`config.mk`:
```
export PLATFORM = sky130hd
export DESIGN_NAME = ram_bank
export DESIGN_NICKNAME = d
export VERILOG_FILES = /design/src/mem_fill_pkg.sv /design/src/ram_bank.sv
export SDC_FILE = /design/constraint.sdc
export NUM_CORES = 2
export LEC_CHECK = 0
export BUFFER_PORTS_ARGS = -buffer_cell sky130_fd_sc_hd__buf_4
export CORE_AREA = 2 2 373 375
export CTS_CLUSTER_DIAMETER = 80
export DETAILED_ROUTE_END_ITERATION = 8
export DIE_AREA = 0 0 375 377
export PLACE_DENSITY = 0.88
export SLEW_MARGIN = 20
export SYNTH_ARGS = -nofsm -noshare
export SYNTH_HDL_FRONTEND = slang
export SYNTH_SLANG_ARGS = --single-unit
```
`constraint.sdc`:
```
create_clock -name clk -period 5.3 [get_ports clk]
set_input_delay 0.53 -clock clk [delete_from_list [all_inputs] [get_ports clk]]
set_output_delay 0.53 -clock clk [all_outputs]
set_load 0.01 [all_outputs]
```
`src/mem_fill_pkg.sv`:
```
// Memory fill shared definitions
// Geometry, widths and generator states

package mem_fill_pkg;

	// ========================================
	// Memory geometry
	// ========================================

	// Four banks interleaved on the low line address bits
	localparam int NUM_BANKS   = 4;
	localparam int BANK_ROWS   = 16;
	localparam int NUM_LINES   = NUM_BANKS * BANK_ROWS;
	// A 128-bit line holds eight halfwords
	localparam int HW_PER_LINE = 8;
	localparam int NUM_HW      = NUM_LINES * HW_PER_LINE;

	// Any nonzero value works as a seed, the all-zero state locks up
	localparam logic [30:0] LFSR_SEED = 31'd1;

	// ========================================
	// Width types
	// ========================================

	typedef logic [16*HW_PER_LINE-1:0]      line_data_t;
	typedef logic [2*HW_PER_LINE-1:0]       byte_sel_t;
	// Line index with the bank in the low bits and the row above it
	typedef logic [$clog2(NUM_LINES)-1:0]   line_addr_t;
	typedef logic [$clog2(BANK_ROWS)-1:0]   row_addr_t;
	typedef logic [$clog2(NUM_BANKS)-1:0]   bank_idx_t;
	// One extra bit on top flags that the walk has finished
	typedef logic [$clog2(NUM_HW):0]        hw_count_t;
	typedef logic [30:0]                    lfsr_t;

	// Write generator states
	typedef enum logic [1:0] {
		FILL_IDLE,
		FILL_RUN,
		FILL_DONE
	} fill_state_t;

endpackage
```
`src/ram_bank.sv`:
```
// RAM bank with byte enables

`timescale 1ns/1ps

module ram_bank (
	input  logic                     clk,
	input  logic                     wr,
	input  logic                     rd,
	input  mem_fill_pkg::row_addr_t  wr_row,
	input  mem_fill_pkg::row_addr_t  rd_row,
	input  mem_fill_pkg::byte_sel_t  sel,
	input  mem_fill_pkg::line_data_t data,
	output mem_fill_pkg::line_data_t q
);
	import mem_fill_pkg::*;

	// ========================================
	// Storage
	// ========================================

	line_data_t mem [BANK_ROWS];

	// Only the enabled byte lanes of the row change
	always_ff @(posedge clk) begin
		if (wr) begin
			for (int i = 0; i < $bits(byte_sel_t); i++) begin
				if (sel[i]) begin
					mem[wr_row][i*8 +: 8] <= data[i*8 +: 8];
				end
			end
		end
	end

	// ========================================
	// Read port
	// ========================================

	// Registered read, q holds its value between reads
	// A read of the row being written returns the old contents
	always_ff @(posedge clk) begin
		if (rd) begin
			q <= mem[rd_row];
		end
	end

endmodule

```
### Word level (Yosys, flattened, before mapping)

Memories as Yosys holds them, arrays and structs flattened. A register that Yosys moved wholly into a read port is not among the register bits.
Cells that the tools add are included.

* bits in latches: 0
* RAM bits: 2048
* input port bits: 155
* bits in read-only memories: 0
* output and inout bits: 128
* flip-flop bits (word level): 0
* memories kept: 1
* logic and storage cells: 49

Memories
* mem: words 16, width 128, rd ports 1, clocked after Yosys merged registers in 1, write ports 1, RTL line ram_bank.sv:21 `line_data_t mem [BANK_ROWS];`

* bitwise gates (word level): 0
* multipliers: 0
* muxes and demuxes: 48
* div/mod/pow operators: 0
* eq/ne operators: 0
* magnitude comparators: 0
* add/sub/neg operators: 0
* reduce and logical (&&, ||, !) cells: 0
* shift operators: 0

Operator list (count)
* 1-bit 2-to-1 mux: 48

### Logic depth before layout (Yosys ltp)

* word-level depth: 3
* gate-level depth with buffers: 8
* gate-level depth less buffers: 3

### Least setup slack after synthesis

OpenSTA, ideal clock, no wires.

* path type: input port to flip-flop
* start: in wr
* end: mem mem[11][24] (netlist bit), enable pin
* arrival: 1.816 ns
* library setup time: 0.370 ns
* setup slack: 3.114 ns
* stages: 5
* path buffers: 3
* required time: 4.930 ns
* path through: clkbuf_1 -> clkbuf_1 -> nand2_1 -> clkbuf_1 -> nor2_1

* word-level cells in the longest chain between the ends: 2

Ends and longest elaborated chain
* start, declared: RTL line ram_bank.sv:7 `input logic wr,`
* 1-bit 2-to-1 mux: RTL line ram_bank.sv:25 `if (wr) begin`
* 1-bit 2-to-1 mux (implied by the code): RTL line ram_bank.sv:28 `mem[wr_row][i*8 +: 8] <= data[i*8 +: 8];`
* end, declared: RTL line ram_bank.sv:21

No other way between the ends.

### Worst setup path after layout

* start: in wr_row[1]
* end: mem mem[14][95] (netlist bit), enable pin

RTL lines
* start, declared: RTL line ram_bank.sv:9 `input mem_fill_pkg::row_addr_t wr_row,`

No word-level cell before the write port.

==> impl_metrics.py <==
metrics = {
    "status": {
        "outcome": "complete, no violations",
    },
    "grt": {
        "grt_pass1_vias": 43400,
        "use_met2_pct": 50.7,
        "grt.busiest_layer": "met2",
        "grt_antenna_before_repair": 19,
        "grt_use_met1_pct": 40.2,
        "grt_max_degree": 83,
        "track_usage_pct": 31.7,
        "grt_pass1_wl_mm": 315,
        "use_met3_pct": 9.29,
        "grt_overflow": 0,
    },
    "power": {
        "p_clk_share_pct": 40.7,
        "ir_drop_mv": 0.305,
        "total_leakage_power_nw": 29.8,
        "power.density_nw_per_um2": 385,
        "power_frac_seq_pct": 53.8,
        "power.total_mw": 36.0,
        "comb_power_share_pct": 5.5,
        "intPower_mw": 28.2,
        "p_switching_mw": 7.80,
        "switching_share_pct": 21.7,
    },
    "clock_network": {
        "h-tree-depth": 4,
        "clk_path_buf_depth": 3,
        "numCtsBuffers": 200,
        "cts_tree": "yes",
        "path_clk_slew_ps": 60,
        "clock_latency_ps": 860,
        "cts_sinks": 2176,
        "clockRootBuffer": "clkbuf_16",
        "post_cts_resize_count": 0,
    },
    "critical_path": {
        "critPathArrivalTime_ps": 3220,
        "critPathLaunchType": "input pin",
        "path_buf_inv": 1,
        "path_max_fanout": 16,
        "cp.required_ps": 5760,
        "crit_path_top_delay_cell": "nor2_1",
        "criticalPathCategory": "in2reg",
        "crit_path_cell_trace": "buf_4 -> nor2b_1 -> nand3_2 -> nor2_1",
        "max_stage_delay_ps": 1070,
        "cp-end-kind": "flip-flop",
        "crit_family": "simple AND/OR/NAND/NOR gates",
    },
    "floorplanning": {
        "die_h_um": 377,
        "rows": 136,
        "start_util_pct": 59.8,
        "io_pins": 283,
        "die_w_um": 375,
        "dieArea_um2": 141000,
        "core-area_um2": 137000,
    },
    "synth": {
        "synthCells": 3652,
        "synth_area_um2": 82000,
        "synth_cell_types": 24,
        "synthesis.nets": 3807,
        "ys_warn_count": 0,
        "ys_seq_area_share_pct": 79.7,
        "synth_area_per_cell_um2": 22.4,
        "ys_ff_latch": 2176,
    },
    "routing": {
        "detail_route.vias_per_cell": 7.02,
        "drt_iter0_markers": 7361,
        "dr.pass1.iters": 7,
        "postRouteAntennaNets": 0,
        "drc": 0,
        "detail_route.wirelength_mm": 222,
        "post_drt_wl_per_cell_um": 36.7,
        "via_count": 42500,
    },
    "sta": {
        "setup_violations": 0,
        "period_share_pct": 52.0,
        "tns_ps": 0,
        "final.setup_skew_ps": 32.0,
        "worst_pin_slew_ps": 1210,
        "fmax_ghz": 0.363,
        "fin_crit_ps": 2750,
        "slew-limit-headroom_pct": 19.2,
        "rsz0062_at_grt": "false",
        "drv_slew": 0,
        "hold_viol": 0,
    },
    "finish": {
        "multi_input_area_um2": 15600,
        "fillCellCount": 7591,
        "syn2layout_area_growth_pct": 14.0,
        "layout-drive-gt1-share_pct": 27.7,
        "regArea_um2": 65300,
        "fin_nets": 4236,
    },
    "place": {
        "place_hpwl_mm": 123,
        "gp_congestion": 0.838,
        "io_buffers": 282,
    },
    "hold_path": {
        "hold_class": "in2reg",
    },
    "run": {
        "cap_violations": 0,
    },
}
-- layout by cell type (no fill, tap or decap), types with 5 or more instances in the layout --
master            n
a221oi_1         10
a22oi_1         221
buf_12            7
buf_4           316
bufinv_16        24
clkbuf_1         39
clkbuf_16       203
clkinv_1         44
clkinv_2         37
clkinvlp_4        8
diode_2           9
dlygate4sd3_1   110
edfxtp_1       2176
inv_6             5
mux2_2           55
mux2i_1          20
mux4_2          482
nand2_1         115
nand2_2           9
nand2b_1         12
nand3_2           6
nor2_1          258
nor2b_1          24
o21ai_0          13
o221ai_1         20
o22a_1            5
-- synthesized netlist by cell type --
cell type	n	area (um2)
clkbuf_2	1	5.00
buf_6	25	282
nand2b_1	12	75.1
mux4_2	482	10900
buf_2	51	255
mux2_2	55	619
o21ai_0	13	65.1
buf_4	25	188
a221oi_1	10	87.6
nor2b_1	30	188
clkbuf_1	105	394
nand4_1	1	6.26
buf_1	3	11.3
o21ai_1	2	10.0
edfxtp_1	2176	65300
mux2i_1	20	200
a22oi_1	221	1660
nand3_1	6	30.0
and2_1	3	18.8
nor2_1	261	980
o22a_1	5	43.8
or2_2	1	6.26
o221ai_1	20	175
nand2_1	124	465
-- per-stage QoR --
step | util, % | std cells | hold WS, ps | setup slack, ps | cell area, um2
3_3_place_gp | 62.6 | 5563 | 726 | 2010 | 85700
5_1_grt | 68.2 | 6048 | 27.4 | 2570 | 93400
4_1_cts | 68.2 | 6042 | 0.0301 | 2740 | 93400
2_1_floorplan | - | 3652 | 629 | 3110 | 82000
6_report | 68.2 | 6051 | 29.4 | 2550 | 93400
3_5_place_dp | 62.6 | 5563 | 740 | 1930 | 85700
-- state kept, by name, indices dropped and copies added (netlist names) --
register,cells
q,128
mem,2048
-- power by group through the flow --
stage | Sequential (mW) | Combinational [mW] | Clock [mW]
6_report | 19.4 | 1.97 | 14.7
3_5_place_dp | 19.7 | 1.81 | 0
2_1_floorplan | 19.7 | 0.904 | 0
5_1_grt | 19.4 | 2.03 | 15.3
4_1_cts | 19.4 | 1.93 | 14.7
3_3_place_gp | 19.7 | 1.73 | 0
-- per-layer routing --
layer  part of all wire, %  wire length (um)
met1                    32             70200
met2                    49            109000
met3                    14             30800
met4                   5.3             11800
met5                 0.063               140
-- timing repair --
item | 4_1_cts | 5_1_grt
buffers inserted | 0 | 0
hold endpoints to repair | 1392 | 0
hold buffers | 110 | 0
-- area by class of cell --
type / count / area share, %
Tap cell: 1794 / 2.40
Multi-Input combinational cell: 1266 / 16.7
Clock buffer: 242 / 5.59
Timing Repair Buffer: 437 / 3.92
Clock inverter: 127 / 1.43
Sequential cell: 2176 / 69.9
Antenna cell: 9 / 0.0241
-- kinds of logic (layout without fill, tap and decap cells) --
logic type,count (synthesis),after routing,share of synthesized area [%]
other cells,0,9,0
flops,2176,2176,79.7
simple gates,438,438,2.16
mux,557,557,14.2
buf+inv,210,806,1.38
compound gates,271,271,2.49
-- worst reg2reg max path: cells and delay by family, from the launching register on --
kind | cells | cell delay [ps]
flops | 1 | 410
compound gates | 2 | 1140
mux | 1 | 280
-- worst paths after layout --
kind | from | to | slack, ps | depth (start not counted)
worst max register to register | mem[4][33] | q[33] | 3150 | 3
worst min-delay path | data[124] | mem[15][124] | 30 | 1
worst max-delay path | wr_row[1] | mem[14][95] | 2550 | 4
worst min register to register | mem[4][73] | q[73] | 760 | 3
Note: power is estimated with default switching activity, not from simulation.
