### src/mem_fill_pkg.sv
// Memory fill shared definitions
// Geometry, widths and generator states

package mem_fill_pkg;

	// ========================================
	// Memory geometry
	// ========================================

	// Four banks interleaved on the low line address bits
	localparam int NUM_BANKS   = 4;
	localparam int BANK_ROWS   = 16;
	localparam int NUM_LINES   = NUM_BANKS * BANK_ROWS;
	// A 128-bit line holds eight halfwords
	localparam int HW_PER_LINE = 8;
	localparam int NUM_HW      = NUM_LINES * HW_PER_LINE;

	// Any nonzero value works as a seed, the all-zero state locks up
	localparam logic [30:0] LFSR_SEED = 31'd1;

	// ========================================
	// Width types
	// ========================================

	typedef logic [16*HW_PER_LINE-1:0]      line_data_t;
	typedef logic [2*HW_PER_LINE-1:0]       byte_sel_t;
	// Line index with the bank in the low bits and the row above it
	typedef logic [$clog2(NUM_LINES)-1:0]   line_addr_t;
	typedef logic [$clog2(BANK_ROWS)-1:0]   row_addr_t;
	typedef logic [$clog2(NUM_BANKS)-1:0]   bank_idx_t;
	// One extra bit on top flags that the walk has finished
	typedef logic [$clog2(NUM_HW):0]        hw_count_t;
	typedef logic [30:0]                    lfsr_t;

	// Write generator states
	typedef enum logic [1:0] {
		FILL_IDLE,
		FILL_RUN,
		FILL_DONE
	} fill_state_t;

endpackage
### src/mem_randomizer.sv
// Memory fill write generator
// Walks every halfword and writes LFSR data

`timescale 1ns/1ps

module mem_randomizer (
	input  logic                     clk,
	input  logic                     rst,
	input  mem_fill_pkg::lfsr_t      lfsr_o,
	output logic                     wr,
	output mem_fill_pkg::line_addr_t wr_line,
	output mem_fill_pkg::byte_sel_t  wr_sel,
	output mem_fill_pkg::line_data_t wr_data,
	output logic                     done
);
	import mem_fill_pkg::*;

	fill_state_t state;
	hw_count_t   count;
	logic        count_top;
	logic        issue;

	// The top counter bit sets once all halfwords have been issued
	assign count_top = count[$bits(hw_count_t)-1];
	// A write goes out on every edge until the walk is complete
	assign issue = (state != FILL_DONE) && !count_top;
	assign done = (state == FILL_DONE);

	// ========================================
	// Control
	// ========================================

	always_ff @(posedge clk or posedge rst) begin
		if (rst) begin
			state <= FILL_IDLE;
			count <= '0;
			wr    <= 1'b0;
		end else begin
			case (state)
				// The first edge out of reset already issues halfword 0
				FILL_IDLE, FILL_RUN: begin
					if (count_top) begin
						wr    <= 1'b0;
						state <= FILL_DONE;
					end else begin
						wr    <= 1'b1;
						count <= count + 1'b1;
						state <= FILL_RUN;
					end
				end
				// Stay here until the next reset
				default: begin
					wr <= 1'b0;
				end
			endcase
		end
	end

	// ========================================
	// Write payload
	// ========================================

	// Halfword k lands in line k/8 on byte lanes 2(k mod 8) and 2(k mod 8)+1
	always_ff @(posedge clk) begin
		if (issue) begin
			wr_line <= count[8:3];
			wr_sel  <= byte_sel_t'(2'b11) << {count[2:0], 1'b0};
			// Replicate so the selected lanes see the halfword wherever they sit
			wr_data <= {HW_PER_LINE{lfsr_o[15:0]}};
		end
	end

	a_sel_pair: assert property (
		@(posedge clk) disable iff (rst)
		wr |-> ($countones(wr_sel) == 2) && ((wr_sel & (wr_sel >> 1)) != '0)
	) else $error("wr_sel is not a pair of adjacent lanes");

	a_no_wr_done: assert property (
		@(posedge clk) disable iff (rst) (state == FILL_DONE) |-> !wr
	) else $error("write issued after fill completed");

	// Finishing means every halfword was counted exactly once
	a_done_count: assert property (
		@(posedge clk) disable iff (rst) done |-> (count == hw_count_t'(NUM_HW))
	) else $error("fill finished with a wrong halfword count");

endmodule

### config.mk
export PLATFORM = sky130hd
export DESIGN_NAME = mem_randomizer
export DESIGN_NICKNAME = d
export VERILOG_FILES = /design/src/mem_fill_pkg.sv /design/src/mem_randomizer.sv
export SDC_FILE = /design/constraint.sdc
export NUM_CORES = 1
export LEC_CHECK = 0
export ABC_AREA = 1
export BUFFER_PORTS_ARGS = -buffer_cell sky130_fd_sc_hd__buf_2
export CORE_MARGIN = 2
export CORE_UTILIZATION = 44
export DETAILED_ROUTE_END_ITERATION = 8
export PLACE_DENSITY = 0.86
export SLEW_MARGIN = 10
export SYNTH_ARGS = -nofsm -noshare
export SYNTH_HDL_FRONTEND = slang
export SYNTH_SLANG_ARGS = --single-unit
### constraint.sdc
create_clock -name clk -period 3.6 [get_ports clk]
set_input_delay 0.72 -clock clk [delete_from_list [all_inputs] [get_ports clk]]
set_output_delay 0.72 -clock clk [all_outputs]
set_load 0.1 [all_outputs]
# --- After elaboration in Yosys (flattened, before gate mapping) ---
# Index checks and enable logic that the tools add are counted.
# Widths: inputs -> output; s select.
totals:
  reg_bits: 163
  in_bits: 33
  out_inout_bits: 152
  word_cells: 22
op_classes:
  addsub: 1
  eq_ne: 3
  shift: 1
  muxes: 4
  bitwise: 1
  n_reduce_logical: 5
op_table:
  columns: ["cell", "n"]
  rows:
  - ["$shl 2x4->16 const A", 1]
  - ["$add 10x1->10 const B", 1]
  - ["$mux 10", 1]
  - ["$eq 2x1->1 const B", 1]
  - ["$eq 2x2->1 const B", 1]
  - ["$logic_not 2->1", 1]
  - ["$mux 1", 2]
  - ["$mux 2", 1]
  - ["$ne 2x2->1 const B", 1]
  - ["$reduce_and 2->1", 1]
  - ["$reduce_or 2->1", 1]
  - ["$logic_and 1x1->1", 1]
  - ["$logic_not 1->1", 1]
  - ["$not 1->1", 1]

# --- Longest topological paths before layout ---
# Gate-level depths: netlist (run 1).
depth:
  word_depth: 3
  ltp_mapped: 7

# --- Worst setup path after synthesis (run 1) ---
# OpenSTA, ideal clock, no wires.
synth_timing:
  kind: "register to register"
  from: "register state[1]"
  to: "register wr_data[111], enable pin"
  setup_ps: 487
  arrival_time_ps: 2622
  t_required_ps: 3113
  slack_ps: 491
  stages_incl_launch_ff: 4
  period_less_slack_ps: 3109
  path_cell_list: "dfrtp_1 inv_2 nor2_1 nor2_1"
synth_between:
  elab_chain_len: 2
synth_lines:
  columns: ["item", "line", "text"]
  rows:
  - ["from (decl)", "mem_randomizer.sv:18", "fill_state_t state;"]
  - ["from (signal assigned)", "mem_randomizer.sv:35", "state <= FILL_IDLE;"]
  - ["from (signal assigned)", "mem_randomizer.sv:44", "state <= FILL_DONE;"]
  - ["from (signal assigned)", "mem_randomizer.sv:48", "state <= FILL_RUN;"]
  - ["$ne 2x2->1", "mem_randomizer.sv:26", "assign issue = (state != FILL_DONE) && !count_top;"]
  - ["$logic_and 1x1->1", "mem_randomizer.sv:26", null]
  - ["named net issue", "mem_randomizer.sv:21", "logic issue;"]
  - ["to (signal assigned)", "mem_randomizer.sv:69", "wr_data <= {HW_PER_LINE{lfsr_o[15:0]}};"]
  - ["to (decl)", "mem_randomizer.sv:13", "output mem_fill_pkg::line_data_t wr_data,"]
# The timed path passes the listed nets, and every way through them passes these cells.
# A chain may end at the register's enable or synchronous reset.

# --- Worst setup path in the final report (run 1) ---
layout_timing:
  from: "register state[1]"
  to: "output port done"
layout_between:
  elab_chain_len: 1
layout_lines:
  columns: ["item", "line", "text"]
  rows:
  - ["$eq 2x2->1", "mem_randomizer.sv:27", "assign done = (state == FILL_DONE);"]
  - ["to (decl)", "mem_randomizer.sv:14", "output logic done"]
# No other way between the ends.

==> flow_summary.ini, run 1 <==
[outcome]
outcome = finished, final reports clean

[cts]
postCtsSetupRepairBufs = 0
cts_buffer_depth = 2
cts_made_buffers = 5
cts_root_buf = clkbuf_8
clk_pin_slew_worst_paths_ns = 0.09
tritoncts = done
holdBufCountCts = 0
ctsResizeCount = 0
clock_latency_ns = 0.29
cts_sinks = 43
cts_max_level = 2

[drt]
ant_nets = 0
drt_iter0_markers = 33
via_per_inst = 4.00
via_count = 1460
drt_first_pass_iters = 4
wl_mm = 4.24
wl_per_cell_microns = 11.6
drc = 0

[flow_run]
max-cap-violations = 0

[grt]
top_usage_layer = met2
grt_pass1_vias = 1117
gr-usage-met3_pct = 3.51
grtUsageMet1_pct = 12.1
grt_max_degree = 18
grt_overflow = 0
grt_pass1_wl_mm = 5.54
gr-usage-met2_pct = 21.9
grt_antenna_before_repair = 0
grt_util_all_layers_pct = 11.6

[timing]
drv_slew = 0
setup_tns_ns = 0
finalHoldViolCount = 0
tightest_slew_ns = 0.682
skew_ns = 0.00700
fin_crit_sh_pct = 57.1
min_period_ns = 2.05
worst_slack_ns = 1.55
rsz0062_at_grt = false
maxSlewHeadroom_pct = 54.5
finalSetupViolations = 0
fmax_mhz = 487

[placement]
dpl.hpwl_mm = 3.38
dp_worst_setup_slack_ns = 1.81
portBuffers = 169
dpl.cell_count = 357
gp_congestion = 0.725

[yosys]
ys_ff_latch = 43
synth_top_family_by_area = buffers and inverters
synth_top_flop_cell = edfxtp_1
yosys_warnings = 0
yosys.area_share.simple_pct = 9.06
synth_compound_area_share_pct = 0.788
synth_xor_area_share_pct = 1.03
synthAdderAreaFrac_pct = 1.97
synth_edf_count = 30
synth_nets = 273
syn_area_sq_mm = 0.00254
synth.distinct_cells = 24
synth.avg_cell_area_sq_um = 10.8
ys_seq_area_share_pct = 48.3
async_flop_share_pct = 30.2
synth.area.mux_share_pct = 0
syn_inst = 236

[floorplan]
die-height_microns = 80.0
fp.dieW_microns = 80.0
dieArea_sq_mm = 0.00640
io_pins = 185
core-area_sq_mm = 0.00554
rows = 27
start_util_pct = 45.8

[pwr]
totalPowerFinal_uw = 1640
p_per_area_mw_per_mm2 = 604
p_leak_uw = 0.00148
vdd_drop_max_mv = 0.318

[setup_path]
cp-start-kind = register
worstPathMaxFanout = 4
ff2ff_path_depth = 4
worstPathArrival_ns = 1.33
worstPathRequired_ns = 2.88
path_class = reg2out
end_kind = output pin

[layout]
syn2layout_area_growth_pct = 6.70
multi_input_area_sq_um = 329
seq_area_sq_mm = 0.00123
instances_no_fill = 365
nFillCells = 497
drive_gt1_share_pct = 64.8
final_nets = 329
antennaDiodeCount = 0

[worst_hold_path]
hold_path_class = in2async
## flip-flops by register name (all words and copies together), names as in the netlist
register and cells:
wr_sel 8, wr_line 6, count 10, wr 1
state 2, wr_data 16
## metal layers
metal	vias up	wire, microns
met3	2	286
met2	64	2390
met4	0	13
met5	-	0
li1	730	-
met1	664	1550
## cells by family (layout without fill, tap and decap cells)
family,Yosys count,after routing
AO/OA/AOI/OAI,4,4
XOR/XNOR,3,3
AND/OR/NAND/NOR,41,41
buffers and inverters,141,198
flip-flops,43,43
adder cells (fa/ha/maj),4,4
## cell usage after synthesis (3+ instances only)
master / count / area (sq um)
ha_1: 4 / 50.1
inv_1: 17 / 63.8
nand2_1: 19 / 71.3
nor2_1: 8 / 30.0
edfxtp_1: 30 / 901
inv_2: 3 / 11.3
dfrtp_1: 13 / 325
buf_4: 120 / 901
## cell usage in the layout (no fill, tap or decap), types with 2 or more instances in the layout
cell / n
edfxtp_1: 30
inv_2: 3
xor2_1: 2
buf_2: 169
o21ai_1: 2
nand4_1: 2
nand2_1: 19
bufinv_16: 2
nand3_1: 2
nand2_2: 2
inv_1: 17
nor2_1: 7
dfrtp_1: 13
nor2_4: 2
clkbuf_8: 5
ha_1: 4
## power breakdown
part           internal [uW]  total [uW]  leakage (uW)  switching, uW
clock                    277         443     0.0000644            167
combinational           54.3         641      0.000930            587
sequential               537         552      0.000488           14.8
total                    868        1640       0.00148            769
## area by class of cell
type | count | share of cell area, %
flip-flops and latches | 43 | 45.2
repair buffers | 170 | 31.5
multi-input cells | 52 | 12.1
well taps | 72 | 3.32
inverters | 20 | 2.77
clock buffers | 5 | 2.54
clock inverters | 3 | 2.49
## critical path, stage by stage (launching register included)
cell and delay (ns):
dfrtp_1 0.34, inv_2 0.06, nor2_1 0.17, buf_2 0.47
## final timing paths
check                          from         end  slack, ns
setup / recovery           state[1]        done       1.55
hold / removal                  rst          wr       0.44
setup reg to reg           state[1]   wr_sel[7]       1.84
hold reg to reg            count[6]  wr_line[3]       0.51
max in group asynchronous       rst    count[8]       2.82
min in group clk           count[6]  wr_line[3]       0.51
## per-stage QoR
step	instance area (sq um)	util [%]	hold WS (ns)
floorplan	2540	-	0.460
global placement	2570	46.5	0.485
detailed placement	2570	46.5	0.495
CTS	2710	48.9	0.448
global route	2710	48.9	0.464
finish	2710	48.9	0.438
Note: power is estimated with default switching activity, not from simulation.
==> run 2: changes to the inputs <==
- ABC_AREA: 1 -> 0
- CORE_UTILIZATION: 44 -> 36
- PLACE_DENSITY: 0.86 -> 0.76
- clock period: 3.6 -> 1.8 ns (I/O delays scaled with it)
==> flow_summary.ini, run 2 <==
[floorplan]
io_pins = 185
rows = 30
fp.dieW_microns = 86.5
die-height_microns = 86.5
start_util_pct = 36.6
core-area_sq_mm = 0.00668
dieArea_sq_mm = 0.00748

[placement]
dpl.hpwl_mm = 3.14
gp_congestion = 0.785
dpl.cell_count = 339
place_area_sq_mm = 0.00252
portBuffers = 169

[timing]
rsz0062_at_grt = false
min_period_ns = 1.64
tightest_slew_ns = 0.501
skew_ns = 0.00426
drv_slew = 0
fin_crit_sh_pct = 90.9
maxSlewHeadroom_pct = 66.5
finalSetupViolations = 0
finalHoldViolCount = 0
fmax_mhz = 611

[layout]
layout_commonest_cell = buf_2
design_area_sq_mm = 0.00264
reg_top3 = wr_data x16, count x10, wr_sel x8
instances_no_fill = 347
final_nets = 303
drive_gt1_share_pct = 68.9
largest_register_ffs = 16
final_cell_mix = buf_2, edfxtp_1, dfrtp_1
syn2layout_area_growth_pct = 7.61
nFillCells = 653
max_flop_register = wr_data
antennaDiodeCount = 0

[drt]
drc = 0
via_per_inst = 4.03
via_count = 1397
wl_mm = 4.04
drt_iter0_markers = 32
ant_nets = 0
drt_first_pass_iters = 4
wl_per_cell_microns = 11.6

[setup_path]
cp-start-kind = register
path_class = reg2out
worstPathMaxFanout = 4
worstPathRequired_ns = 1.44
end_kind = output pin
ff2ff_path_depth = 4
worstPathArrival_ns = 1.28

[yosys]
yosys_warnings = 0
async_flop_share_pct = 30.2
ys_seq_area_share_pct = 50.1
synth_nets = 247
synth.distinct_cells = 22
synth_edf_count = 30
synth.most_common_cell = buf_4
syn_area_sq_mm = 0.00245
yosys.area.top_type_share_pct = 36.8
syn_inst = 210
synth_top_area_cell = buf_4
ys_ff_latch = 43
ys_top_cells_by_count = buf_4, edfxtp_1, dfrtp_1, inv_1, xnor2_1
synth.avg_cell_area_sq_um = 11.7
synth_area_leaders = buf_4, edfxtp_1, dfrtp_1, xnor2_1, ha_1
synth_top_flop_cell = edfxtp_1

[cts]
cts_sinks = 43
cts_max_level = 2
tritoncts = done
postCtsSetupRepairBufs = 0
cts_buffer_depth = 2
cts_root_buf = clkbuf_8
cts_made_buffers = 5
clock_latency_ns = 0.29
clk_pin_slew_worst_paths_ns = 0.08

[grt]
grt_overflow = 0
grt_antenna_before_repair = 0
grt_pass1_vias = 1142
grt_pass1_wl_mm = 5.63
grt_util_all_layers_pct = 9.93
grt_max_degree = 31

[flow_run]
max-cap-violations = 0

[worst_hold_path]
hold_path_class = in2async

[pwr]
p_leak_uw = 0.00141
p_per_area_mw_per_mm2 = 1180
vdd_drop_max_mv = 0.367

[outcome]
outcome = finished, final reports clean
## run 2: layer usage
| layer | part of all wire (%) | vias up | global-route usage, % |
|---|---|---|---|
| met3 | 7.8 | 5 | 3.52 |
| met4 | 1.3 | 0 | 3.41 |
| met5 | 0 | - | 0 |
| met2 | 55 | 77 | 18.3 |
| li1 | - | 668 | - |
| met1 | 36 | 647 | 10.4 |
## run 2: worst paths after layout
kind / slack, ns / end / from
setup reg to reg: 0.23 / count[8] / count[0]
hold / removal: 0.08 / count[0] / rst
min in group clk: 0.24 / wr_data[122] / lfsr_o[10]
max in group asynchronous: 1.38 / count[6] / rst
setup / recovery: 0.16 / done / state[1]
hold reg to reg: 0.52 / count[8] / count[8]
## run 2: power by group
group / internal [uW] / switching, uW / total (uW)
combinational: 109 / 1170 / 1280
clock: 406 / 328 / 735
sequential: 1070 / 29.5 / 1100
## run 2: cell type report
cell class / count / area [sq um] / area share (%)
clock buffer: 5 / 68.8 / 2.61
clock inverter: 3 / 38.8 / 1.47
inverter: 6 / 22.5 / 0.855
multi-input combinational: 40 / 310 / 11.8
sequential: 43 / 1230 / 46.5
tap: 80 / 100 / 3.80
timing repair buffer: 170 / 868 / 33.0
## run 2: timing repair
action,CTS,global route
hold buffers,0,0
gates resized for setup,0,1
hold endpoints to repair,0,0
endpoints found under the setup margin,0,1
## run 2: cell families (layout without fill, tap and decap cells)
logic type | after synthesis | count (layout) | share of synthesized area, %
XOR/XNOR | 8 | 8 | 2.86
AND/OR/NAND/NOR | 25 | 25 | 6.39
buffers and inverters | 127 | 184 | 37.9
flip-flops | 43 | 43 | 50.1
adder cells (fa/ha/maj) | 4 | 4 | 2.04
AO/OA/AOI/OAI | 3 | 3 | 0.766
## run 2: stage by stage
stage / total power (uW) / hold WS [ns] / setup WS [ns] / util (%) / setup TNS, ns
after floorplan: 2440 / 0.237 / -0.00823 / - / -0.922
final: 3120 / 0.0769 / 0.165 / 39.4 / 0
after CTS: 3160 / 0.0813 / 0.0536 / 39.4 / 0
after global routing: 3210 / 0.111 / 0.0926 / 39.4 / 0
after global placement: 2410 / 0.392 / 0.274 / 37.8 / 0
after detailed placement: 2410 / 0.404 / 0.241 / 37.8 / 0
## run 2: worst max-delay path, cell delays in order (launching register included)
cell,delay [ns]
dfrtp_1,0.40
inv_1,0.10
nor2_4,0.13
clkbuf_4,0.35
