## config.mk

```make
export PLATFORM = sky130hd
export DESIGN_NAME = lfsr31
export DESIGN_NICKNAME = d
export VERILOG_FILES = /design/src/mem_fill_pkg.sv /design/src/lfsr31.sv
export SDC_FILE = /design/constraint.sdc
export NUM_CORES = 1
export LEC_CHECK = 0
export BUFFER_PORTS_ARGS = -buffer_cell sky130_fd_sc_hd__buf_2
export CAP_MARGIN = 20
export CORE_ASPECT_RATIO = 0.8
export CORE_UTILIZATION = 35
export CTS_BUF_LIST = sky130_fd_sc_hd__clkbuf_8
export CTS_CLUSTER_DIAMETER = 30
export DETAILED_ROUTE_END_ITERATION = 10
export GPL_ROUTABILITY_DRIVEN = 0
export SYNTH_ARGS = -nofsm -noshare
export SYNTH_HDL_FRONTEND = slang
export SYNTH_SLANG_ARGS = --single-unit
```

## constraint.sdc

```tcl
create_clock -name clk -period 1 [get_ports clk]
set_input_delay 0.1 -clock clk [delete_from_list [all_inputs] [get_ports clk]]
set_output_delay 0.1 -clock clk [all_outputs]
set_load 0.005 [all_outputs]
```

## src/mem_fill_pkg.sv

```systemverilog
// Memory fill shared definitions
// Geometry, widths and generator states

package mem_fill_pkg;

	// ========================================
	// Memory geometry
	// ========================================

	// Four banks interleaved on the low line address bits
	localparam int NUM_BANKS   = 4;
	localparam int BANK_ROWS   = 16;
	localparam int NUM_LINES   = NUM_BANKS * BANK_ROWS;
	// A 128-bit line holds eight halfwords
	localparam int HW_PER_LINE = 8;
	localparam int NUM_HW      = NUM_LINES * HW_PER_LINE;

	// Any nonzero value works as a seed, the all-zero state locks up
	localparam logic [30:0] LFSR_SEED = 31'd1;

	// ========================================
	// Width types
	// ========================================

	typedef logic [16*HW_PER_LINE-1:0]      line_data_t;
	typedef logic [2*HW_PER_LINE-1:0]       byte_sel_t;
	// Line index with the bank in the low bits and the row above it
	typedef logic [$clog2(NUM_LINES)-1:0]   line_addr_t;
	typedef logic [$clog2(BANK_ROWS)-1:0]   row_addr_t;
	typedef logic [$clog2(NUM_BANKS)-1:0]   bank_idx_t;
	// One extra bit on top flags that the walk has finished
	typedef logic [$clog2(NUM_HW):0]        hw_count_t;
	typedef logic [30:0]                    lfsr_t;

	// Write generator states
	typedef enum logic [1:0] {
		FILL_IDLE,
		FILL_RUN,
		FILL_DONE
	} fill_state_t;

endpackage
```

## src/lfsr31.sv

```systemverilog
// 31-bit LFSR

`timescale 1ns/1ps

module lfsr31 (
	input  logic                clk,
	input  logic                rst,
	input  logic                ce,
	output mem_fill_pkg::lfsr_t o
);
	import mem_fill_pkg::*;

	// Feedback from taps 31 and 28 gives a maximal-length sequence
	logic fb;

	assign fb = o[30] ^ o[27];

	// Shift left and feed the tap XOR into the bottom bit
	always_ff @(posedge clk or posedge rst) begin
		if (rst) begin
			o <= LFSR_SEED;
		end else if (ce) begin
			o <= {o[29:0], fb};
		end
	end

	// The zero state would stall the sequence for good
	a_never_zero: assert property (
		@(posedge clk) disable iff (rst) o != '0
	) else $error("lfsr31 state reached zero");

endmodule

```

# Word level (Yosys, flattened, before mapping)
# Index checks and enable logic that the tools add are counted.
[classes] n_bitwise=1
[ops] cell="$xor 1x1->1" n=1
[word_totals] register_bits=31 in_bits=3 output_inout_bits=31 wordCells=2

# Depth between registers and ports, before layout
# Gate-level depths: netlist of run 1.
[logic_depth] word_depth=1 mapped_depth=4

# Worst setup path after synthesis of run 1
# Ideal clock, no wire load.
[synth_timing] path_kind="reg2reg" start="register o[27] (netlist name)" end="register o[27]" setup_ns=0.125 arrival_time_ns=0.662 t_required_ns=0.875 slack_ns=0.213 stages_incl_launch_ff=2 synth_period_minus_slack_ns=0.787 path_cell_list="dfrtp_1 > mux2_4"
[synth_lines] item="to (signal assigned)" line="lfsr31.sv:23" text="o <= {o[29:0], fb};"
[synth_lines] item="to (decl)" line="lfsr31.sv:9" text="output mem_fill_pkg::lfsr_t o"

# Final worst setup path of run 1
[layout_timing] start="register o[0]" end="output o[0]"
# No word-level cell between the ends.

==> metrics, run 1 <==
status finished with violations; failing checks design-rule violations, negative setup slack; fin crit period ~1.0 ns; Reg-to-Reg Start o[0]; max-cap viol count 0; Yosys reg bits 31; synthesized instance count 69; CTS clock-pin slew for the worst setup and hold paths approximately 0.06 ns; pin count of the biggest net entering global routing 32; unrepaired setup endpoints after global routing true; share of cells above drive strength 1 0.667; type of origin of the critical path flop; Worst-Margin Slew ~0.16 ns; largest register by flop count o; post-synthesis sequential area ratio 0.592; crit-path max cell delay 0.53 ns; WP data arrival roughly 0.9 ns; GRT Util Overall 0.119; hold crit path type input pin to flop; hpwl dp 1410 µm; Setup crit start o[0]; clock latency on the worst-skew pair approximately 0.27 ns; drt first pass iters 6; R2R cell count 3; # clock sinks 31; diode count 0; core area 3520 µm²; Syn Nets 72; final setup violation count 1; FP Rows 19; routed wire length about 2000 µm; Syn Area/Cell 19.0 µm²; fmax between 900 and 1000 MHz; Die X 70.5 µm; hold_ws between 0.2 and 0.25 ns; total number of yosys warnings 0; max reg flops 31; gr ovfl total 0; final worst setup slack -0.00416 ns; CTS-repair resized insts 0; dpl cells between 100 and 150; DRC 2; R2R Path End o[0]; top-area cell type share of the netlist area 0.572; area growth from synthesis to layout 23.3%; Root Buffer clkbuf_8; CP Cell Sequence buf_2; DRC marker count from the first detailed-route iteration 37; port bufs 33; Hold EP o[0]; max-slew violation count 0; Post-Layout Cell Count around 150; VDD IR max approximately 1.1 mV; Clock Skew around 0.0021 ns; TritonCTS clock tree yes; routed vias/inst 4.41; slowest CP cell dfstp_2; area leader, netlist dfrtp_1; TritonCTS Buffers 5; CTS Buffer Depth 2; fin crit share 1.00; CP Data Required Time 0.90 ns; distinct cell type count after synthesis 10; CP max FO 2; Vias slightly below 700; die area ~4000 µm²; Pleak around 0.88 nW; H-tree depth 2; ranking of synthesized cells by area dfrtp_1, mux2_4, buf_12; CP top delay family flip-flops; Fin. Hold Viols 0; WS Path Type flop to primary output; synthesized cell area 1310 µm²; initial core utilization 0.373; CP endpoint kind primary output; drt wl/cell 13.3 µm; global-route wire length before repair between 3000 and 4000 µm; chip height around 57 µm; IO Count 34; CP bufs+invs 1; initial antenna violation count 0; HP Start ce; power per cell area between 2000 and 3000 nW/µm²; number of global-route vias before repair 734; Nets ~110; Reg2Reg Setup Slack about 0.15 ns; leading registers by flop count o x31; Relative slew margins 0.890; remaining antenna violation count 0; Hold Path Stages 3
## synthesized netlist by cell type, drive strengths merged
master / count
xnor2: 1
a21oi: 1
buf: 4
dfstp: 1
inv: 1
dfrtp: 30
mux2: 30
nor2: 1
## layout make-up
class / instances / area (µm²)
Multi-Input combinational cell: 33 / 460
Sequential cell: 31 / 777
Inverter: 1 / 3.75
Fill cell: 325 / 1900
Clock buffer: 5 / 68.8
Timing Repair Buffer: 38 / 243
Clock inverter: 3 / 12.5
Tap cell: 42 / 52.6
## per-stage QoR
| step | setup WS (ns) | TNS (ns) | area (µm²) | power [mW] | util |
|---|---|---|---|---|---|
| floorplan | 0.213 | 0 | 1310 | 2.98 | - |
| global placement | 0.127 | 0 | 1520 | 3.57 | 0.432 |
| detailed placement | 0.0982 | 0 | 1520 | 3.61 | 0.432 |
| CTS | -0.0325 | -0.0325 | 1610 | 4.53 | 0.458 |
| global route | -0.0369 | -0.0369 | 1620 | 4.77 | 0.460 |
| finish | -0.00416 | -0.00416 | 1620 | 4.46 | 0.460 |
## worst min-delay path, delay by kind of cell
family / cells / cell delay, ns
buffers and inverters: 2 / 0.32
AO/OA/AOI/OAI: 1 / 0.08
## routing by layer
| layer | GRT usage | share of wire | vias up |
|---|---|---|---|
| li1 | - | - | 318 |
| met1 | 0.166 | 0.51 | 333 |
| met2 | 0.153 | 0.42 | 21 |
| met3 | 0.0503 | 0.066 | 2 |
| met4 | 0.0700 | 0.0069 | 0 |
| met5 | 0 | 0 | - |
## kinds of logic (layout without fill, tap and decap cells)
group                  count (synthesis)  count (layout)  share of synthesized area
AND/OR/NAND/NOR                        1               1                    0.00286
buffers and inverters                  5              47                     0.0572
XOR/XNOR                               1               1                    0.00667
AO/OA/AOI/OAI                          1               1                    0.00381
flip-flops                            31              31                      0.592
multiplexers                          30              30                      0.337
## layout by cell type, fill, tap and decap left out
cell	instances
dlygate4sd3_1	1
dfrtp_1	30
clkinv_2	1
mux2_4	28
clkbuf_8	5
buf_12	3
a21oi_1	1
nor2_1	1
buf_4	1
buf_2	33
mux2_2	2
inv_1	3
xnor2_1	1
dfstp_2	1
## how the worst max path moves through the flow
stage / cells past startpoint / end / slack [ns]
global placement: 3 / o[11] / 0.13
detailed placement: 3 / o[10] / 0.1
floorplan: 1 / o[27] / 0.21
global route: 1 / o[0] / -0.04
finish: 1 / o[0] / -0.004
CTS: 1 / o[0] / -0.03
## where the power goes
part	internal (mW)	switching, mW	leakage, nW	total [mW]
Combinational	1.01	0.420	0.438	1.43
Sequential	1.76	0.400	0.395	2.16
Clock	0.466	0.409	0.0505	0.875
Total	3.23	1.23	0.883	4.46
## repair_timing
action,4_1_cts,5_1_grt
hold endpoints to repair,30,0
hold buffers,1,0
buffers inserted,0,1
setup endpoints to repair,1,1
Power figures use the tool's default switching activity.
==> inputs of run 2 (changes only) <==
--- a/config.mk
+++ b/config.mk
@@ -5,7 +5,7 @@
 export SDC_FILE = /design/constraint.sdc
 export NUM_CORES = 1
 export LEC_CHECK = 0
-export BUFFER_PORTS_ARGS = -buffer_cell sky130_fd_sc_hd__buf_2
+export BUFFER_PORTS_ARGS = -buffer_cell sky130_fd_sc_hd__buf_4
 export CAP_MARGIN = 20
 export CORE_ASPECT_RATIO = 0.8
 export CORE_UTILIZATION = 35
==> run 2 against run 1 <==
Compared with the run above:
- the run still ends with design-rule violations, negative setup slack left
- power increased by 7.1%
- hold slack got worse by 0.069 ns
- global-route usage unchanged
- core utilization increased by 2.3 points
- clock skew increased by 0.0019 ns
- sequential share of layout area decreased by 2.3 points
- die area unchanged
- sequential power about the same
- clock-buffer cell count unchanged
- clock power increased by 3.2%
- critical path type unchanged
- largest cell class unchanged
==> metrics, run 2 (same netlist as run 1, synthesis figures left out) <==
Nets ~110; unrepaired setup endpoints after global routing true; WP data arrival around 0.94 ns; CP top delay family flip-flops; # clock sinks 31; initial core utilization 0.373; gr ovfl total 0; hold crit path type input pin to flop; fin crit period approximately 1.0 ns; CP Data Required Time roughly 0.9 ns; Flop pwr share 0.457; Int Pwr roughly 3.5 mW; drt first pass iters 7; Clock Skew a little under 0.004 ns; clock latency on the worst-skew pair between 0.2 and 0.3 ns; Total Power approximately 4.8 mW; Setup TNS -0.0395 ns; Worst-Margin Slew roughly 0.25 ns; Sw Ratio 0.268; TritonCTS Buffers 5; pin count of the biggest net entering global routing 20; CP endpoint kind primary output; CP Cell Sequence buf_6; drt wl/cell ~14 µm; die area approximately 4000 µm²; FP Rows 19; CP bufs+invs 1; HP Start ce; P_sw 1.28 mW; failing checks design-rule violations, negative setup slack; slowest CP cell dfstp_2; diode count 0; max-cap viol count 0; IO Count 34; Post-Layout Cell Count ~150; CTS clock-pin slew for the worst setup and hold paths roughly 0.060 ns; share of cells above drive strength 1 0.670; VDD IR max approximately 1.1 mV; Root Buffer clkbuf_8; CP max FO 3; max reg flops 31; largest register by flop count o; Relative slew margins 0.832; CTS Buffer Depth 2; area growth from synthesis to layout 29.5%; type of origin of the critical path flop; final worst setup slack -0.0395 ns; initial antenna violation count 0; routed vias/inst 4.61; crit-path max cell delay 0.56 ns; Setup crit start o[0]; fmax around 960 MHz; WP depth 1; R2R cell count 2; chip height roughly 57 µm; WS Path Type flop to primary output; number of global-route vias before repair roughly 700; hpwl dp around 1500 µm; H-tree depth 2; Comb power frac 0.355; global-route wire length before repair 3480 µm; Fin. Hold Viols 0; Die X just over 70 µm; DRC marker count from the first detailed-route iteration 22; final setup violation count 1; Pleak between 0.8 and 0.9 nW; Reg-to-Reg Start o[27]; TritonCTS clock tree yes; max-slew violation count 0; DRC 2; clock share of power 0.189; remaining antenna violation count 0; routed wire length 2130 µm; status finished with violations; Hold Path Stages 3; fin crit share 1.04; Vias a little over 700; most frequent cells in the layout buf_4, dfrtp_1, mux2_4, clkbuf_8, inv_1; core area 3520 µm²; DP Worst Slack ~0.15 ns; leading registers by flop count o x31; GRT Util Overall 0.119; dpl cells between 100 and 150; commonest non-fill, non-tap cell in the layout buf_4; power per cell area 2810 nW/µm²; port bufs 33
==> run 2: cell count changes in the layout (fill, tap and decap cells not counted), sizes merged <==
cell and change:
buf +1
==> run 2: worst paths after layout <==
| path | slack, ns | end |
|---|---|---|
| min | 0.16 | o[0] |
| min in group asynchronous | 0.29 | o[14] |
| max | -0.04 | o[0] |
| max in group asynchronous | 0.23 | o[23] |
| min reg2reg | 0.53 | o[0] |
| max reg2reg | 0.07 | o[27] |
==> run 2: metrics by stage <==
stage | hold slack [ns] | area (µm²) | utilization
floorplan | 0.203 | 1310 | -
finish | 0.165 | 1700 | 0.483
detailed placement | 0.0478 | 1600 | 0.454
global placement | 0.0376 | 1600 | 0.454
global route | 0.169 | 1700 | 0.483
CTS | 0.166 | 1690 | 0.481
==> run 2: repair_timing <==
item / 4_1_cts / 5_1_grt
hold buffers: 1 / 0
setup endpoints to repair: 1 / 2
endpoints found under the hold margin: 4 / 0
buffers inserted: 0 / 1
resized for setup: 1 / 0
==> run 2: final cells by class <==
| class | instances | area [µm²] |
|---|---|---|
| well taps | 42 | 52.6 |
| inverters | 1 | 3.75 |
| clock inverters | 3 | 12.5 |
| multi-input cells | 33 | 460 |
| repair buffers | 39 | 324 |
| clock buffers | 5 | 68.8 |
| flip-flops and latches | 31 | 777 |
| fillers | 307 | 1820 |
==> run 2: routing by layer <==
| metal | track usage | part of all wire | vias up |
|---|---|---|---|
| met5 | 0 | 0 | - |
| met4 | 0.0525 | 0.0085 | 0 |
| met3 | 0.0664 | 0.085 | 4 |
| met1 | 0.165 | 0.49 | 363 |
| li1 | - | - | 319 |
| met2 | 0.150 | 0.41 | 24 |
==> run 2: power by group through the flow <==
stage               Clock (mW)  Sequential, mW  Combinational (mW)
floorplan                    0            2.16               0.819
global placement             0            2.20                1.66
detailed placement           0            2.22                1.67
CTS                      0.913            2.21                1.69
global route             0.987            2.26                1.82
finish                   0.903            2.18                1.70
==> inputs of run 3 (changes only) <==
--- a/config.mk
+++ b/config.mk
@@ -8,7 +8,7 @@
 export BUFFER_PORTS_ARGS = -buffer_cell sky130_fd_sc_hd__buf_4
 export CAP_MARGIN = 20
 export CORE_ASPECT_RATIO = 0.8
-export CORE_UTILIZATION = 35
+export CORE_UTILIZATION = 25
 export CTS_BUF_LIST = sky130_fd_sc_hd__clkbuf_8
 export CTS_CLUSTER_DIAMETER = 30
 export DETAILED_ROUTE_END_ITERATION = 10
==> run 3 against run 2 <==
Compared with the run above:
- the run ends with negative setup slack left
- hold slack gained 0.054 ns
- cell count up 14%
- clock skew barely moved
- cell area up 1.8%
- critical path depth stayed put
- clock power down 3.0%
==> metrics, run 3 (same netlist as run 1, synthesis figures left out) <==
routed vias/inst about 4; unrepaired setup endpoints after global routing true; CP Cell Sequence buf_6; Vias approximately 700; hold crit path type input pin to flop; diode count 0; DRC marker count from the first detailed-route iteration 22; chip height 66.8 µm; # clock sinks 31; TritonCTS clock tree yes; clock latency on the worst-skew pair 0.27 ns; type of origin of the critical path flop; final worst setup slack -0.0145 ns; Pleak slightly above 0.9 nW; routed wire length between 2000 and 2500 µm; max-cap viol count 0; dpl cells ~170; largest register by flop count o; status finished with violations; WP data arrival a little over 0.9 ns; CTS Buffer Depth 2; Root Buffer clkbuf_8; max-slew violation count 0; fmax ~1000 MHz; global-route wire length before repair 3900 µm; Post-Layout Cell Count approximately 180; initial antenna violation count 0; port bufs 33; number of global-route vias before repair approximately 760; initial core utilization 0.261; CTS clock-pin slew for the worst setup and hold paths about 0.06 ns; Clock Skew between 0.003 and 0.004 ns; die area approximately 5500 µm²; failing checks negative setup slack; max reg flops 31; fin crit period between 1 and 1.5 ns; Die X between 80 and 90 µm; drt first pass iters 2; hold_ws about 0.22 ns; IO Count 34; H-tree depth 2; drt wl/cell about 14 µm; VDD IR max around 0.99 mV; FP Rows 23; remaining antenna violation count 0; pin count of the biggest net entering global routing 15; Layout Utilization 0.344; Nets 115; crit-path max cell delay about 0.55 ns; Fin. Hold Viols 0; leading registers by flop count o x31; final setup violation count 1; DP Worst Slack a little over 0.09 ns; TritonCTS Buffers 5; CP Data Required Time 0.90 ns; area growth from synthesis to layout 31.8%; CP bufs+invs 1; slowest CP cell dfstp_2; GRT Util Overall 0.0963; Worst-Margin Slew approximately 0.27 ns; fillers between 400 and 500; DRC 0; commonest non-fill, non-tap cell in the layout buf_4; CP max FO 2; most frequent cells in the layout buf_4, dfrtp_1, mux2_4, clkbuf_8, inv_1; CP top delay family flip-flops; CP endpoint kind primary output; gr ovfl total 0; WS Path Type flop to primary output; hpwl dp 1690 µm; fin crit share 1.01; power per cell area 2760 nW/µm²; core area 5040 µm²; Relative slew margins 0.821; share of cells above drive strength 1 0.664; Total Power 4.78 mW
==> run 3: worst register-to-register path, delay by kind of cell (launching register included) <==
| kind | cells | cell delay [ns] |
|---|---|---|
| AOI/OAI and AO/OA | 1 | 0.14 |
| buffers and inverters | 1 | 0.12 |
| DFF | 1 | 0.55 |
| and+or+nand+nor | 1 | 0.04 |
==> run 3: area by class of cell <==
cell class	instances	area (µm²)	share of cell area
well taps	62	77.6	0.0448
multi-input cells	33	460	0.266
flip-flops and latches	31	777	0.449
clock inverters	3	11.3	0.00651
clock buffers	5	68.8	0.0398
inverters	1	3.75	0.00217
repair buffers	40	332	0.192
==> run 3: what timing repair did <==
action | 4_1_cts | 5_1_grt
hold endpoints to repair | 5 | 0
buffers inserted | 1 | 0
endpoints found under the setup margin | 1 | 1
gates resized for setup | 1 | 0
hold buffers | 1 | 0
==> run 3: worst paths after layout <==
| path | startpoint | endpoint | slack (ns) | cells after the start |
|---|---|---|---|---|
| worst max-delay path | o[0] | o[0] | -0.01 | 1 |
| worst min-delay path | ce | o[9] | 0.22 | 2 |
| worst max register to register | o[0] | o[0] | 0.08 | 3 |
| worst min register to register | o[9] | o[9] | 0.53 | 1 |
| max in group asynchronous | rst | o[27] | 0.22 | 4 |
| min in group asynchronous | rst | o[3] | 0.32 | 3 |
==> run 3: routing by layer <==
layer  routed length [µm]  vias to the layer above  GRT usage
met2                 1230                       22      0.157
li1                     -                      318          -
met1                 1010                      356      0.113
met5                    0                        -          0
met3                  109                        2     0.0335
met4                   27                        0     0.0517
==> run 3: per-stage QoR <==
step / setup TNS [ns] / area [µm²]
floorplan: 0 / 1310
global placement: 0 / 1630
detailed placement: 0 / 1630
CTS: -0.0235 / 1730
global route: -0.0522 / 1730
finish: -0.0145 / 1730
==> run 3: report_power, final <==
part | internal [mW] | switching, mW | total [mW]
logic | 1.27 | 0.440 | 1.71
clock network | 0.462 | 0.413 | 0.876
registers | 1.76 | 0.441 | 2.20
total | 3.49 | 1.29 | 4.78
